## src/verilog/core_pkg.sv

```systemverilog
package core_pkg;

    // memory-mapped uart words, compared against address bits 9..0 only
    localparam logic [9:0] UART_IN_ADDR        = 10'd0;
    localparam logic [9:0] UART_IN_VALID_ADDR  = 10'd4;
    localparam logic [9:0] UART_OUT_VALID_ADDR = 10'd8;
    localparam logic [9:0] UART_OUT_ADDR       = 10'd12;

    // data ram geometry, word index is address bits 11..2
    localparam int DMEM_WORDS = 1024;
    localparam int DMEM_AW    = 10;

    // uart fifo geometry, depth must stay a power of two
    localparam int FIFO_DEPTH = 4;
    localparam int FIFO_AW    = 2;

    // decoded instruction as handed over by execute
    typedef struct packed {
        logic [5:0] rd;
        logic       regwrite;
        logic       memread;
        logic       memwrite;
        logic       memtoreg;
        logic       imemwrite;
    } inst_t;

    // what a data address selects
    typedef enum logic [2:0] {
        region_ram,
        region_uart_in,
        region_uart_in_valid,
        region_uart_out_valid,
        region_uart_out
    } mem_region_t;

    // stage -> uart port block
    typedef struct packed {
        logic       rd_en;
        logic       wr_en;
        logic [7:0] tx_byte;
    } uart_req_t;

    // uart port block -> stage, all levels
    typedef struct packed {
        logic [7:0] rx_byte;
        logic       rx_empty;
        logic       tx_full;
    } uart_stat_t;

    // register file write-back
    typedef struct packed {
        logic [5:0]  rd;
        logic        regwrite;
        logic [31:0] wdata;
    } wb_t;

    // instruction memory write request
    typedef struct packed {
        logic        en;
        logic [31:0] addr;
        logic [31:0] data;
    } imem_wr_t;

endpackage

```

## src/verilog/mem_stage.sv

```systemverilog
module mem_stage (
    input  logic                         clk,
    input  logic                         rstn,
    input  logic                         enable,
    input  core_pkg::inst_t              inst,
    input  logic [31:0]                  aluresult,
    input  logic [31:0]                  result,
    input  logic [31:0]                  rdata1,
    output logic                         ram_en,
    output logic                         ram_we,
    output logic [core_pkg::DMEM_AW-1:0] ram_addr,
    output logic [31:0]                  ram_wdata,
    input  logic [31:0]                  ram_rdata,
    output core_pkg::uart_req_t          uart_req,
    input  core_pkg::uart_stat_t         uart_stat,
    output core_pkg::wb_t                wb,
    output core_pkg::imem_wr_t           imem_wr
);

    // execute -> memory pipeline register
    core_pkg::inst_t inst_q;
    logic [31:0]     aluresult_q;
    logic [31:0]     result_q;
    logic [31:0]     rdata1_q;

    // decoded regions, live for the ram access and registered for the rest
    core_pkg::mem_region_t region_live;
    core_pkg::mem_region_t region_q;

    // load data after the uart/ram select
    logic [31:0] load_data;

    // only bits 9..0 matter, anything not a uart word is ram
    function automatic core_pkg::mem_region_t decode_region(input logic [31:0] addr);
        core_pkg::mem_region_t region;
        unique case (addr[9:0])
            core_pkg::UART_IN_ADDR:        region = core_pkg::region_uart_in;
            core_pkg::UART_IN_VALID_ADDR:  region = core_pkg::region_uart_in_valid;
            core_pkg::UART_OUT_VALID_ADDR: region = core_pkg::region_uart_out_valid;
            core_pkg::UART_OUT_ADDR:       region = core_pkg::region_uart_out;
            default:                       region = core_pkg::region_ram;
        endcase
        return region;
    endfunction

    // control part, cleared to a bubble
    always_ff @(posedge clk) begin
        if (!rstn) begin
            inst_q <= '0;
        end else if (enable) begin
            inst_q <= inst;
        end
    end

    // payload part
    always_ff @(posedge clk) begin
        if (enable) begin
            aluresult_q <= aluresult;
            result_q    <= result;
            rdata1_q    <= rdata1;
        end
    end

    assign region_live = decode_region(aluresult);
    assign region_q    = decode_region(aluresult_q);

    // ram is driven from the un-registered inputs
    // so its read data lines up with the registered instruction
    assign ram_en    = enable;
    assign ram_we    = enable && inst.memwrite && (region_live != core_pkg::region_uart_out);
    assign ram_addr  = aluresult[core_pkg::DMEM_AW+1:2];
    assign ram_wdata = rdata1;

    // uart strobes
    // enable gates them so a stalled access strobes exactly once,
    // on the edge where it leaves the register
    always_comb begin
        uart_req.rd_en   = enable && inst_q.memread
                           && (region_q == core_pkg::region_uart_in);
        uart_req.wr_en   = enable && inst_q.memwrite
                           && (region_q == core_pkg::region_uart_out);
        uart_req.tx_byte = rdata1_q[7:0];
    end

    // load data select
    always_comb begin
        unique case (region_q)
            core_pkg::region_uart_in:
                load_data = {24'b0, uart_stat.rx_byte};
            core_pkg::region_uart_in_valid:
                load_data = {31'b0, !uart_stat.rx_empty};
            core_pkg::region_uart_out_valid:
                load_data = {31'b0, !uart_stat.tx_full};
            // ram word, also for a load of the tx data word
            default:
                load_data = ram_rdata;
        endcase
    end

    // write-back
    always_comb begin
        wb.rd       = inst_q.rd;
        wb.regwrite = inst_q.regwrite;
        wb.wdata    = inst_q.memtoreg ? load_data : result_q;
    end

    // imem write, address from alu and data from rs
    always_comb begin
        imem_wr.en   = inst_q.imemwrite;
        imem_wr.addr = aluresult_q;
        imem_wr.data = rdata1_q;
    end

    // decode never hands over a load that is also a store
    a_no_load_store: assert property (@(posedge clk) disable iff (!rstn)
        !(inst_q.memread && inst_q.memwrite));

endmodule

```

## config.mk

```make
export PLATFORM = sky130hd
export DESIGN_NAME = mem_stage
export DESIGN_NICKNAME = d
export VERILOG_FILES = /design/src/verilog/core_pkg.sv /design/src/verilog/mem_stage.sv
export SDC_FILE = /design/constraint.sdc
export NUM_CORES = 1
export LEC_CHECK = 0
export BUFFER_PORTS_ARGS = -buffer_cell sky130_fd_sc_hd__buf_2
export CAP_MARGIN = 40
export CELL_PAD_IN_SITES_DETAIL_PLACEMENT = 1
export CELL_PAD_IN_SITES_GLOBAL_PLACEMENT = 2
export CORE_MARGIN = 1.5
export CORE_UTILIZATION = 21
export DETAILED_ROUTE_END_ITERATION = 10
export PLACE_DENSITY_LB_ADDON = 0.1
export RECOVER_POWER = 25
export SYNTH_ARGS = -nofsm -noshare
export SYNTH_HDL_FRONTEND = slang
export SYNTH_SLANG_ARGS = --single-unit
```

## constraint.sdc

```tcl
create_clock -name clk -period 1.7 [get_ports clk]
set_input_delay 0.17 -clock clk [delete_from_list [all_inputs] [get_ports clk]]
set_output_delay 0.17 -clock clk [all_outputs]
set_load 0.01 [all_outputs]
```

### Word level (Yosys, flattened, before mapping)

Index checks and enable logic that the tools add are counted.

* flip-flop bits (word level): 107
* input port bits: 152
* output and inout bits: 158
* logic and storage cells: 34

* eq/ne operators: 11
* mux-type cells: 4
* reductions and logical operators: 10

Operators by type and width (number)
* $pmux 32 s3: 1
* $eq 10x4->1 const B: 4
* $mux 32: 1
* $pmux 3 s4: 2
* $eq 10x3->1 const B: 2
* $logic_not 10->1: 2
* $eq 3x2->1 const B: 2
* $logic_and 1x1->1: 6
* $eq 3x1->1 const B: 1
* $eq 3x3->1 const B: 1
* $ne 3x3->1 const B: 1
* $logic_not 1->1: 2

### Logic depth before layout (Yosys ltp)

* depth after elaboration: 5
* depth in mapped cells: 6
* gate-level depth less buffers: 4

### Worst setup path before layout

OpenSTA, ideal clock, no wires.

* kind: reg2out
* start point: register aluresult_q[5]
* end point: output port wb[1] (netlist name)
* arrival time: 1.553 ns
* path slack: -0.023 ns
* cell stages (with the launch flop): 7
* path buffers: 2
* cell sequence: edfxtp_1 -> nor4_2 -> and3_1 -> buf_6 -> nor2b_2 -> buf_6 -> a221o_1

RTL lines
* start, declared: line mem_stage.sv:22 `logic [31:0] aluresult_q;`
* start signal, assigned: line mem_stage.sv:58 `aluresult_q <= aluresult;`
* end, declared: line mem_stage.sv:16 `output core_pkg::wb_t wb,`

==> impl_metrics.json <==
{
  "outcome": "finished, violations left",
  "violations": "negative setup slack",
  "grt_pass1_vias": 3987,
  "ys_top_cells_by_area": "edfxtp_1 66%, buf_4 10%, dfxtp_1 5.0%, o22ai_1 3.4%, nand2_1 2.6%",
  "port_buffers": 309,
  "power.internal_mw": 4.63,
  "synth-async-reset-ratio_pct": 0,
  "p_switching_mw": 1.64,
  "ir_worst_vdd_v": 0.000409,
  "die_w_um": 148,
  "detailedPlace.worstSlack_ns": -0.161,
  "synth_cell_types": 26,
  "cap_violations": 0,
  "dpl.hpwl_mm": 10.9,
  "holdWs_ns": 0.0539,
  "cp_max_fo": 4,
  "fin_skew_ns": 0,
  "ys_warn_count": 0,
  "rsz0062_at_grt": "true",
  "nets": 805,
  "worst_pin_slew_ns": 0.903,
  "synth_area_leader_cell": "edfxtp_1",
  "drive_gt1_share_pct": 47.3,
  "grt_pass1_wl_mm": 21.6,
  "fin_crit_ns": 2.09,
  "placed_area_um2": 5880,
  "leakagePower_nw": 3.08,
  "fin_crit_sh_pct": 123,
  "fin_util_pct": 34.3,
  "drv_slew": 0,
  "vias_per_cell": 3.88,
  "netlist_area_um2": 4400,
  "antenna_found_initial": 0,
  "grt_usage_pct": 12.9,
  "maxSlewHeadroom_pct": 39.8,
  "drcViolationCount": 0,
  "synth_seq_cells": 107,
  "vias": 3596,
  "p_sw_share_pct": 26.1,
  "cp-start-kind": "register",
  "dieArea_um2": 21800,
  "synth.top_cell.area_share_pct": 65.6,
  "synth_most_common_cell": "edfxtp_1",
  "drt_first_pass_iters": 4,
  "synth-seq-area-share_pct": 70.6,
  "final-setup-viol-count": 34,
  "detail_route.wl_per_cell_um": 15.3,
  "ant_nets": 0,
  "cp.required_ns": 1.53,
  "cts_buffers": 9,
  "clockBufferDepth": 2,
  "clk_pin_slew_worst_paths_ns": 0.07,
  "end_kind": "output pin",
  "p_per_area_nw_per_um2": 897,
  "synth_common_cells": "96 x edfxtp_1, 59 x buf_4, 30 x nand2_1",
  "n_antenna_cell": 0,
  "synth_edf_count": 96,
  "syn_nets": 467,
  "gp_congestion": 0.755,
  "hold_class": "primary input to register",
  "die_h_um": 148,
  "cts-root-buf": "clkbuf_16",
  "cts.sinks": 107,
  "setup_ws_ns": -0.393,
  "finalHoldViolations": 0,
  "pin_count": 310,
  "critPathArrivalTime_ns": 1.92,
  "syn_to_final_growth_pct": 59.0,
  "wirelength_mm": 14.2,
  "rows": 52,
  "grt_start_max_net_pins": 49,
  "pwr-share-comb_pct": 16.4,
  "p_clk_share_pct": 33.3,
  "start_util_pct": 21.6,
  "cts_tree": "done",
  "avgSynthCellArea_um2": 14.0,
  "clock_latency_ns": 0.35,
  "ys.flop_type": "edfxtp_1",
  "p_seq_share_pct": 50.3,
  "grt_overflow": 0,
  "drtIter0Drc": 54,
  "max_freq_mhz": 478,
  "stdcell_area_um2": 6990,
  "worstSetupPathType": "register to output pin",
  "ctsHtreeMaxLevel": 3,
  "netlist_instances": 315,
  "core_area_um2": 20400
}
==> placed cells by master (no fill, tap or decap), types with 6 or more instances in the layout <==
master,instances
mux2i_1,11
o22ai_1,24
nor2_1,7
inv_1,25
nand2_1,29
edfxtp_1,96
buf_4,6
nor2b_1,17
dfxtp_1,10
clkbuf_16,10
dlygate4sd3_1,80
clkbuf_1,34
a221o_1,7
buf_2,275
==> worst max-delay path, cell delays in order (launching register included) <==
cell	delay, ns
edfxtp_1	0.43
nor4_4	0.32
and3_4	0.27
buf_6	0.14
nor2_1	0.05
a211oi_2	0.19
buf_2	0.17
==> power groups by stage <==
stage               Sequential (mW)  Clock [mW]  Combinational (mW)
finish                         3.16        2.09                1.03
global route                   3.18        2.28                1.13
CTS                            3.16        2.19                1.07
detailed placement             3.21           0               0.910
global placement               3.20           0               0.908
floorplan                      3.27           0               0.360
==> layout make-up <==
cell class | instances | area, µm²
tap | 270 | 338
clock inverter | 7 | 70.1
fill | 2338 | 13400
multi-input combinational | 110 | 726
sequential | 107 | 3100
clock buffer | 9 | 225
timing repair buffer | 400 | 2430
inverter | 25 | 93.8
==> stage by stage <==
stage	TNS (ns)	power, mW	cells
after floorplan	-0.155	3.63	315
after global placement	-1.66	4.11	831
after detailed placement	-3.18	4.12	831
after CTS	-13.30	6.41	926
after global routing	-16.47	6.59	928
final	-11.72	6.27	928
==> sequential cells by signal, indices dropped and copies added (netlist names) <==
signal       count
aluresult_q     32
rdata1_q        32
result_q        32
wb               7
inst_q           3
imem_wr          1
==> cell families (layout without fill, tap and decap cells) <==
group / after synthesis / count (layout) / share of synthesized area [%]
DFF: 107 / 107 / 70.6
buffers and inverters: 98 / 441 / 13.9
and+or+nand+nor: 64 / 64 / 7.29
AOI/OAI and AO/OA: 35 / 35 / 5.75
muxes: 11 / 11 / 2.51
==> worst paths after layout <==
kind / startpoint / slack [ns] / cells after the start / end
worst max-delay path: aluresult_q[9] / -0.39 / 6 / wb[0]
worst min-delay path: rdata1[28] / 0.05 / 1 / rdata1_q[28]
worst max register to register: inst_q[1] / 0.89 / 2 / inst_q[1]
worst min register to register: inst_q[2] / 0.49 / 2 / inst_q[2]
==> routing by layer <==
metal,global-route usage (%),wire (µm)
met5,0,0
met4,3.45,121
met3,6.02,1680
met2,22.2,7120
met1,14.2,5250
==> timing repair <==
item / in CTS / in global routing
resized for setup: 8 / 2
setup buffers: 0 / 0
setup endpoints to repair: 34 / 34
hold endpoints to repair: 79 / 1
hold buffers: 79 / 1
pin swaps: 11 / 6
gates cloned: 0 / 1
No activity file was read; power rests on OpenSTA's default activity.
