--- src/verilog/core_pkg.sv ---
package core_pkg;

    // memory-mapped uart words, compared against address bits 9..0 only
    localparam logic [9:0] UART_IN_ADDR        = 10'd0;
    localparam logic [9:0] UART_IN_VALID_ADDR  = 10'd4;
    localparam logic [9:0] UART_OUT_VALID_ADDR = 10'd8;
    localparam logic [9:0] UART_OUT_ADDR       = 10'd12;

    // data ram geometry, word index is address bits 11..2
    localparam int DMEM_WORDS = 1024;
    localparam int DMEM_AW    = 10;

    // uart fifo geometry, depth must stay a power of two
    localparam int FIFO_DEPTH = 4;
    localparam int FIFO_AW    = 2;

    // decoded instruction as handed over by execute
    typedef struct packed {
        logic [5:0] rd;
        logic       regwrite;
        logic       memread;
        logic       memwrite;
        logic       memtoreg;
        logic       imemwrite;
    } inst_t;

    // what a data address selects
    typedef enum logic [2:0] {
        region_ram,
        region_uart_in,
        region_uart_in_valid,
        region_uart_out_valid,
        region_uart_out
    } mem_region_t;

    // stage -> uart port block
    typedef struct packed {
        logic       rd_en;
        logic       wr_en;
        logic [7:0] tx_byte;
    } uart_req_t;

    // uart port block -> stage, all levels
    typedef struct packed {
        logic [7:0] rx_byte;
        logic       rx_empty;
        logic       tx_full;
    } uart_stat_t;

    // register file write-back
    typedef struct packed {
        logic [5:0]  rd;
        logic        regwrite;
        logic [31:0] wdata;
    } wb_t;

    // instruction memory write request
    typedef struct packed {
        logic        en;
        logic [31:0] addr;
        logic [31:0] data;
    } imem_wr_t;

endpackage

--- src/verilog/byte_fifo.sv ---
module byte_fifo (
    input  logic       clk,
    input  logic       rstn,
    input  logic       push,
    input  logic [7:0] din,
    input  logic       pop,
    output logic [7:0] dout,
    output logic       empty,
    output logic       full
);

    // circular buffer storage
    logic [7:0] buffer [core_pkg::FIFO_DEPTH];

    // pointers wrap by themselves since depth is 2**aw
    logic [core_pkg::FIFO_AW-1:0] wr_ptr;
    logic [core_pkg::FIFO_AW-1:0] rd_ptr;

    // occupancy, one bit wider than the pointers to reach depth
    logic [core_pkg::FIFO_AW:0] count;

    logic do_push;
    logic do_pop;

    // push dropped when full, pop ignored when empty
    assign do_push = push && !full;
    assign do_pop  = pop && !empty;

    assign empty = (count == '0);
    assign full  = (count == (core_pkg::FIFO_AW + 1)'(core_pkg::FIFO_DEPTH));

    // head of queue, shown combinationally
    assign dout = buffer[rd_ptr];

    // payload store
    always_ff @(posedge clk) begin
        if (do_push) begin
            buffer[wr_ptr] <= din;
        end
    end

    // pointer and count update
    always_ff @(posedge clk) begin
        if (!rstn) begin
            wr_ptr <= '0;
            rd_ptr <= '0;
            count  <= '0;
        end else begin
            if (do_push) begin
                wr_ptr <= wr_ptr + 1'b1;
            end
            if (do_pop) begin
                rd_ptr <= rd_ptr + 1'b1;
            end
            // push and pop together leave count alone
            if (do_push && !do_pop) begin
                count <= count + 1'b1;
            end else if (do_pop && !do_push) begin
                count <= count - 1'b1;
            end
        end
    end

    // occupancy bound holds across any push/pop sequence
    a_count_bound: assert property (@(posedge clk) disable iff (!rstn)
        count <= (core_pkg::FIFO_AW + 1)'(core_pkg::FIFO_DEPTH));

    a_flags_exclusive: assert property (@(posedge clk) disable iff (!rstn)
        !(full && empty));

endmodule

--- src/verilog/uart_port_regs.sv ---
module uart_port_regs (
    input  logic                 clk,
    input  logic                 rstn,
    input  core_pkg::uart_req_t  req,
    output core_pkg::uart_stat_t stat,
    input  logic                 rx_push,
    input  logic [7:0]           rx_byte_in,
    input  logic                 tx_pop,
    output logic                 tx_valid,
    output logic [7:0]           tx_byte_out
);

    // receive side
    logic [7:0] rx_head;
    logic       rx_empty;

    // transmit side
    logic       tx_empty;
    logic       tx_full;

    // receive fifo
    // filled from the outside port, drained by loads of UART_IN_ADDR
    byte_fifo rx_fifo (
        .clk   (clk),
        .rstn  (rstn),
        .push  (rx_push),
        .din   (rx_byte_in),
        .pop   (req.rd_en),
        .dout  (rx_head),
        .empty (rx_empty),
        // overflow just drops the byte, nothing to report upstream
        .full  ()
    );

    // transmit fifo
    // filled by stores to UART_OUT_ADDR, drained by the serializer side
    byte_fifo tx_fifo (
        .clk   (clk),
        .rstn  (rstn),
        .push  (req.wr_en),
        .din   (req.tx_byte),
        .pop   (tx_pop),
        .dout  (tx_byte_out),
        .empty (tx_empty),
        .full  (tx_full)
    );

    // status back to the stage
    // head reads as zero when nothing is queued
    always_comb begin
        stat.rx_byte  = rx_empty ? 8'h00 : rx_head;
        stat.rx_empty = rx_empty;
        stat.tx_full  = tx_full;
    end

    // far end sees a byte whenever tx fifo holds one
    assign tx_valid = !tx_empty;

    // the stage only ever strobes one port per registered instruction,
    // a load and a store cannot share a slot
    a_single_strobe: assert property (@(posedge clk) disable iff (!rstn)
        !(req.rd_en && req.wr_en));

endmodule

--- config.mk ---
export PLATFORM = sky130hd
export DESIGN_NAME = uart_port_regs
export DESIGN_NICKNAME = d
export VERILOG_FILES = /design/src/verilog/core_pkg.sv /design/src/verilog/byte_fifo.sv /design/src/verilog/uart_port_regs.sv
export SDC_FILE = /design/constraint.sdc
export NUM_CORES = 1
export LEC_CHECK = 0
export BUFFER_PORTS_ARGS = -buffer_cell sky130_fd_sc_hd__buf_2
export CORE_ASPECT_RATIO = 0.7
export CORE_UTILIZATION = 61
export DETAILED_ROUTE_END_ITERATION = 6
export PLACE_DENSITY_LB_ADDON = 0.1
export SYNTH_ARGS = -nofsm -noshare
export SYNTH_HDL_FRONTEND = slang
export SYNTH_HIERARCHICAL = 1
export SYNTH_SLANG_ARGS = --single-unit
--- constraint.sdc ---
create_clock -name clk -period 4.58 [get_ports clk]
set_clock_uncertainty 0.15 [all_clocks]
set_input_delay 1.145 -clock clk [delete_from_list [all_inputs] [get_ports clk]]
set_output_delay 1.145 -clock clk [all_outputs]
set_load 0.005 [all_outputs]
== Yosys cells after proc, flatten, opt, wreduce, memory -nomap -nowiden ==
Memories as Yosys holds them, arrays and structs flattened. A register that Yosys moved wholly into a read port is not among the register bits.
Index checks and enable logic that the tools add are counted.

* Equality and inequality tests: 2
* Add/sub/neg operators: 8
* Reductions and logical operators: 20
* Muxes and demuxes: 13

{| class="wikitable"
|+ Operator list
! kind !! count
|-
| 3-bit two-way mux || 4
|-
| 2-bit by 1-bit adder with 2-bit output, second input constant || 4
|-
| 1-bit logical AND || 8
|-
| 1-bit logical NOT || 8
|-
| 2-bit two-way mux || 4
|-
| 8-bit two-way mux || 1
|-
| 3-bit by 1-bit adder with 3-bit output, second input constant || 2
|-
| 3-bit == test, second input constant || 2
|-
| 3-bit logical NOT || 2
|-
| 3-bit by 1-bit subtractor with 3-bit output, second input constant || 2
|-
| 1-bit two-way mux || 4
|-
| 2-bit nonzero test || 2
|}

* Logic and storage cells: 51
* Register bits after elaboration: 14
* Memory bits (writable): 64
* Memories kept: 2

{| class="wikitable"
|+ Memories
! memory !! depth !! bits a word !! read ports !! clocked after memory_dff !! wr ports !! RTL line !! text
|-
| rx_fifo.buffer || 4 || 8 || 1 || 1 || 1 || byte_fifo.sv:13 || <nowiki>logic [7:0] buffer [core_pkg::FIFO_DEPTH];</nowiki>
|-
| tx_fifo.buffer || 4 || 8 || 1 || 1 || 1 || byte_fifo.sv:13 ||
|}

== Logic depth before layout (Yosys ltp) ==
* Depth in word-level cells: 7
* Depth in mapped cells: 9
* Gate-level depth less buffers: 8

== Hierarchy ==
Netlist, hierarchy kept.

{| class="wikitable"
|+ Modules (own cells, without submodules)
! module !! instances !! area an instance (µm²) !! cells each
|-
| byte_fifo || 2 || 1639.1 || 90
|-
| uart_port_regs || 1 || 68.8 || 11
|}

== Least setup slack after synthesis ==
No wires, ideal clock.

* Path type: input-to-reg
* Start point: input rx_push
* End point: register rx_fifo/count[2] in the netlist's numbering
* Data required time: 4.360 ns
* Setup slack: 1.804 ns
* Cell stages on the path: 8
* Arrival time: 2.556 ns
* Path through: nor2b_1 > buf_6 > ha_1 > inv_1 > fa_1 > xor2_1 > or3_1 > a21boi_1

* Longest elaborated chain between the ends: 4
* Elaborated cells between the ends (all ways): 6
* Classes of those cells: mux (1); reduce/logical (5)

{| class="wikitable"
|+ RTL lines
! what !! RTL line !! text
|-
| from (decl) || uart_port_regs.sv:6 || <nowiki>input logic rx_push,</nowiki>
|-
| 1-bit logical AND (*) || byte_fifo.sv:26 || <nowiki>assign do_push = push && !full;</nowiki>
|-
| net rx_fifo.do_push || byte_fifo.sv:22 || <nowiki>logic do_push;</nowiki>
|-
| 1-bit logical NOT || byte_fifo.sv:58 || <nowiki>end else if (do_pop && !do_push) begin</nowiki>
|-
| 1-bit logical AND || byte_fifo.sv:58 ||
|-
| 2-bit nonzero test (no line) || -- ||
|-
| to (signal assigned) || byte_fifo.sv:57 || <nowiki>count <= count + 1'b1;</nowiki>
|-
| to (signal assigned) || byte_fifo.sv:59 || <nowiki>count <= count - 1'b1;</nowiki>
|-
| to (decl) || byte_fifo.sv:20 || <nowiki>logic [core_pkg::FIFO_AW:0] count;</nowiki>
|}

Mark *: on every way through the listed nets, which the timed path passes. The rest lies on a longest branch.
A chain may end at the register's enable or synchronous reset.

==> out/qor.yml <==
cts:
  cts.repair.resized: 0
  cts_setup_buffers: 0
  htree_levels: 3
  clockBufferDepth: 2
  cts_made_buffers: 9
  ctsHoldBuffers: 0
  cts-root-buf: "clkbuf_8"
  clk_latency_ns: 0.34
  clk_pin_slew_ns: 0.08
  cts_tree: "done"
  cts_sinks: 82
timing:
  tightest_slew_ns: 1.06
  slew_viol_final: 0
  period_minus_slack_ns: 3.21
  post-route-period-util_pct: 70.1
  max_freq_ghz: 0.312
  grt_setup_unrepaired: "no"
  slew_headroom_pct: 29.0
  tns_ns: 0
  final-setup-viol-count: 0
  finalHoldViolCount: 0
power_and_ir_drop:
  p_int_mw: 1.41
  swShare_pct: 29.4
  p_leak_nw: 1.35
  vdd_ir_drop_max_v: 0.000340
  power.switching_mw: 0.586
  powerDensity_nw_per_um2: 531
  pwr-share-comb_pct: 25.4
  p_clk_share_pct: 23.1
  seqPwrFrac_pct: 51.5
synth:
  synth_warnings: 6
  ys_ff_latch: 82
  synth.net_count: 225
  async_flop_share_pct: 0
  ys.flop_type: "edfxtp_1"
  seq_area_frac_synth_pct: 68.2
  syn_area_um2: 3350
  synth.most_common_cell: "edfxtp_1"
  synth-edff-count: 64
  ys_top_cells_by_area: "edfxtp_1, dfxtp_1, mux4_2"
  avgSynthCellArea_um2: 17.5
  ys_top_cells_by_count: "edfxtp_1, dfxtp_1, and2_1, mux4_2, nor2b_1"
  ys_types: 24
  synthesis.instances: 191
  synth_top_area_share_pct: 57.4
  yosysTopAreaCell: "edfxtp_1"
flow_run:
  cap_violations: 0
detailed_routing:
  drtIter0Drc: 85
  drt_pre_antenna_iters: 4
  drt-total-wl_um: 5220
  wl_per_cell_um: 16.9
  vias_per_cell: 5.50
  remaining_drc_errors: 0
  ant_nets: 0
  vias: 1701
global_route:
  grt_pass1_vias: 1715
  grt_usage_pct: 20.6
  grt_pass1_wl_um: 8630
  grt_max_degree: 21
  antenna_found_initial: 0
  gr-total-overflow: 0
die:
  die_w_um: 90.5
  initial_core_util_pct: 63.7
  core_um2: 5260
  die_area_um2: 5790
  die_h_um: 64.0
  rows: 22
  ios: 41
placed_design:
  dpl_cell_area_um2: 3570
  port_buffers: 40
  gp_congestion: 0.759
  dp_hpwl_um: 3680
cells_and_area:
  multi_input_area_um2: 976
  final_area_um2: 3750
  fill_cells: 345
  syn_to_final_growth_pct: 12.1
  drive_above_1_share_pct: 31.6
  antenna_cells: 0
  regArea_um2: 2280
  num-nets-final: 266
min_path:
  hold_path.class: "reg2reg"
  min_delay_path_depth: 2
critical_path:
  worstSetupPathType: "reg2out"
  crit_path_end_kind: "output pin"
  arrival_ns: 1.91
  r2r_slack_ns: 2.05
  rr_worst_depth: 8
  cp_max_fo: 9
  cp_data_required_time_ns: 3.28
  startpoint_type: "flop"
outcome:
  outcome: "completed"
worst max-delay path, cell delays in order, from the launching register on:
cell     delay [ns]
dfxtp_1        0.41
nor3_1         0.88
nor2b_1        0.11
buf_2          0.17
sequential cells by signal, indices dropped and copies added (netlist names), named ones only:
register	count
rx_fifo/wr_ptr	2
rx_fifo/count	3
tx_fifo/buffer	32
tx_fifo/wr_ptr	2
tx_fifo/rd_ptr	2
rx_fifo/buffer	32
rx_fifo/rd_ptr	2
tx_fifo/count	3
final timing paths:
path	start	endpoint
hold / removal	tx_fifo/wr_ptr[1]$_SDFFE_PN0P_	tx_fifo/wr_ptr[1]$_SDFFE_PN0P_
setup / recovery	rx_fifo/count[0]$_SDFFE_PN0P_	stat[3]
hold reg to reg	tx_fifo/wr_ptr[1]$_SDFFE_PN0P_	tx_fifo/wr_ptr[1]$_SDFFE_PN0P_
setup reg to reg	tx_fifo/count[0]$_SDFFE_PN0P_	tx_fifo/count[2]$_SDFFE_PN0P_
metrics by stage:
stage               setup WS, ns  instances  util (%)  hold slack, ns  power, mW
floorplan                   1.80        191         -           0.318       1.40
global placement            1.54        293      68.0           0.326       1.52
detailed placement          1.40        293      68.0           0.352       1.56
CTS                         1.30        309      71.4           0.369       2.02
global route                1.15        309      71.4           0.403       2.11
finish                      1.37        309      71.4           0.360       1.99
cells in the final DEF, fill, tap and decap left out, types with 4 or more instances in the layout:
cell type	Yosys	layout
edfxtp_1	64	64
buf_2	2	40
dfxtp_1	18	18
mux4_2	16	16
and2_1	16	16
nor2b_1	12	12
ha_1	10	10
clkbuf_8	0	9
nand2_1	8	8
inv_1	7	7
xnor2_1	6	6
mux2i_1	6	6
clkinvlp_4	0	4
logic make-up after synthesis:
group | synth area share [%]
xor gates and xnor gates | 2.09
buffers and inverters | 2.65
adders and majority gates | 4.93
DFF | 68.2
muxes | 12.6
AOI/OAI and AO/OA | 2.02
and+or+nand+nor | 7.55
area by class of cell:
class	count	area share, %
Tap cell	72	2.40
Clock buffer	10	3.40
Multi-Input combinational cell	92	26.0
Clock inverter	6	1.33
Sequential cell	82	60.8
Timing Repair Buffer	40	5.34
Inverter	7	0.700
power by group through the flow:
stage          clock network (mW)  registers (mW)  logic (mW)
4_1_cts                     0.475            1.03       0.512
5_1_grt                     0.499            1.05       0.559
6_report                    0.461            1.03       0.506
3_3_place_gp                    0            1.03       0.484
2_1_floorplan                   0           0.980       0.416
3_5_place_dp                    0            1.05       0.510
layer usage:
metal	wire length [um]	track usage (%)	vias up
met5	0	0	-
met4	62	6.65	0
met3	241	7.62	6
met2	2450	32.4	44
met1	2460	27.1	857
li1	-	-	794
No activity file was read; power rests on OpenSTA's default activity.
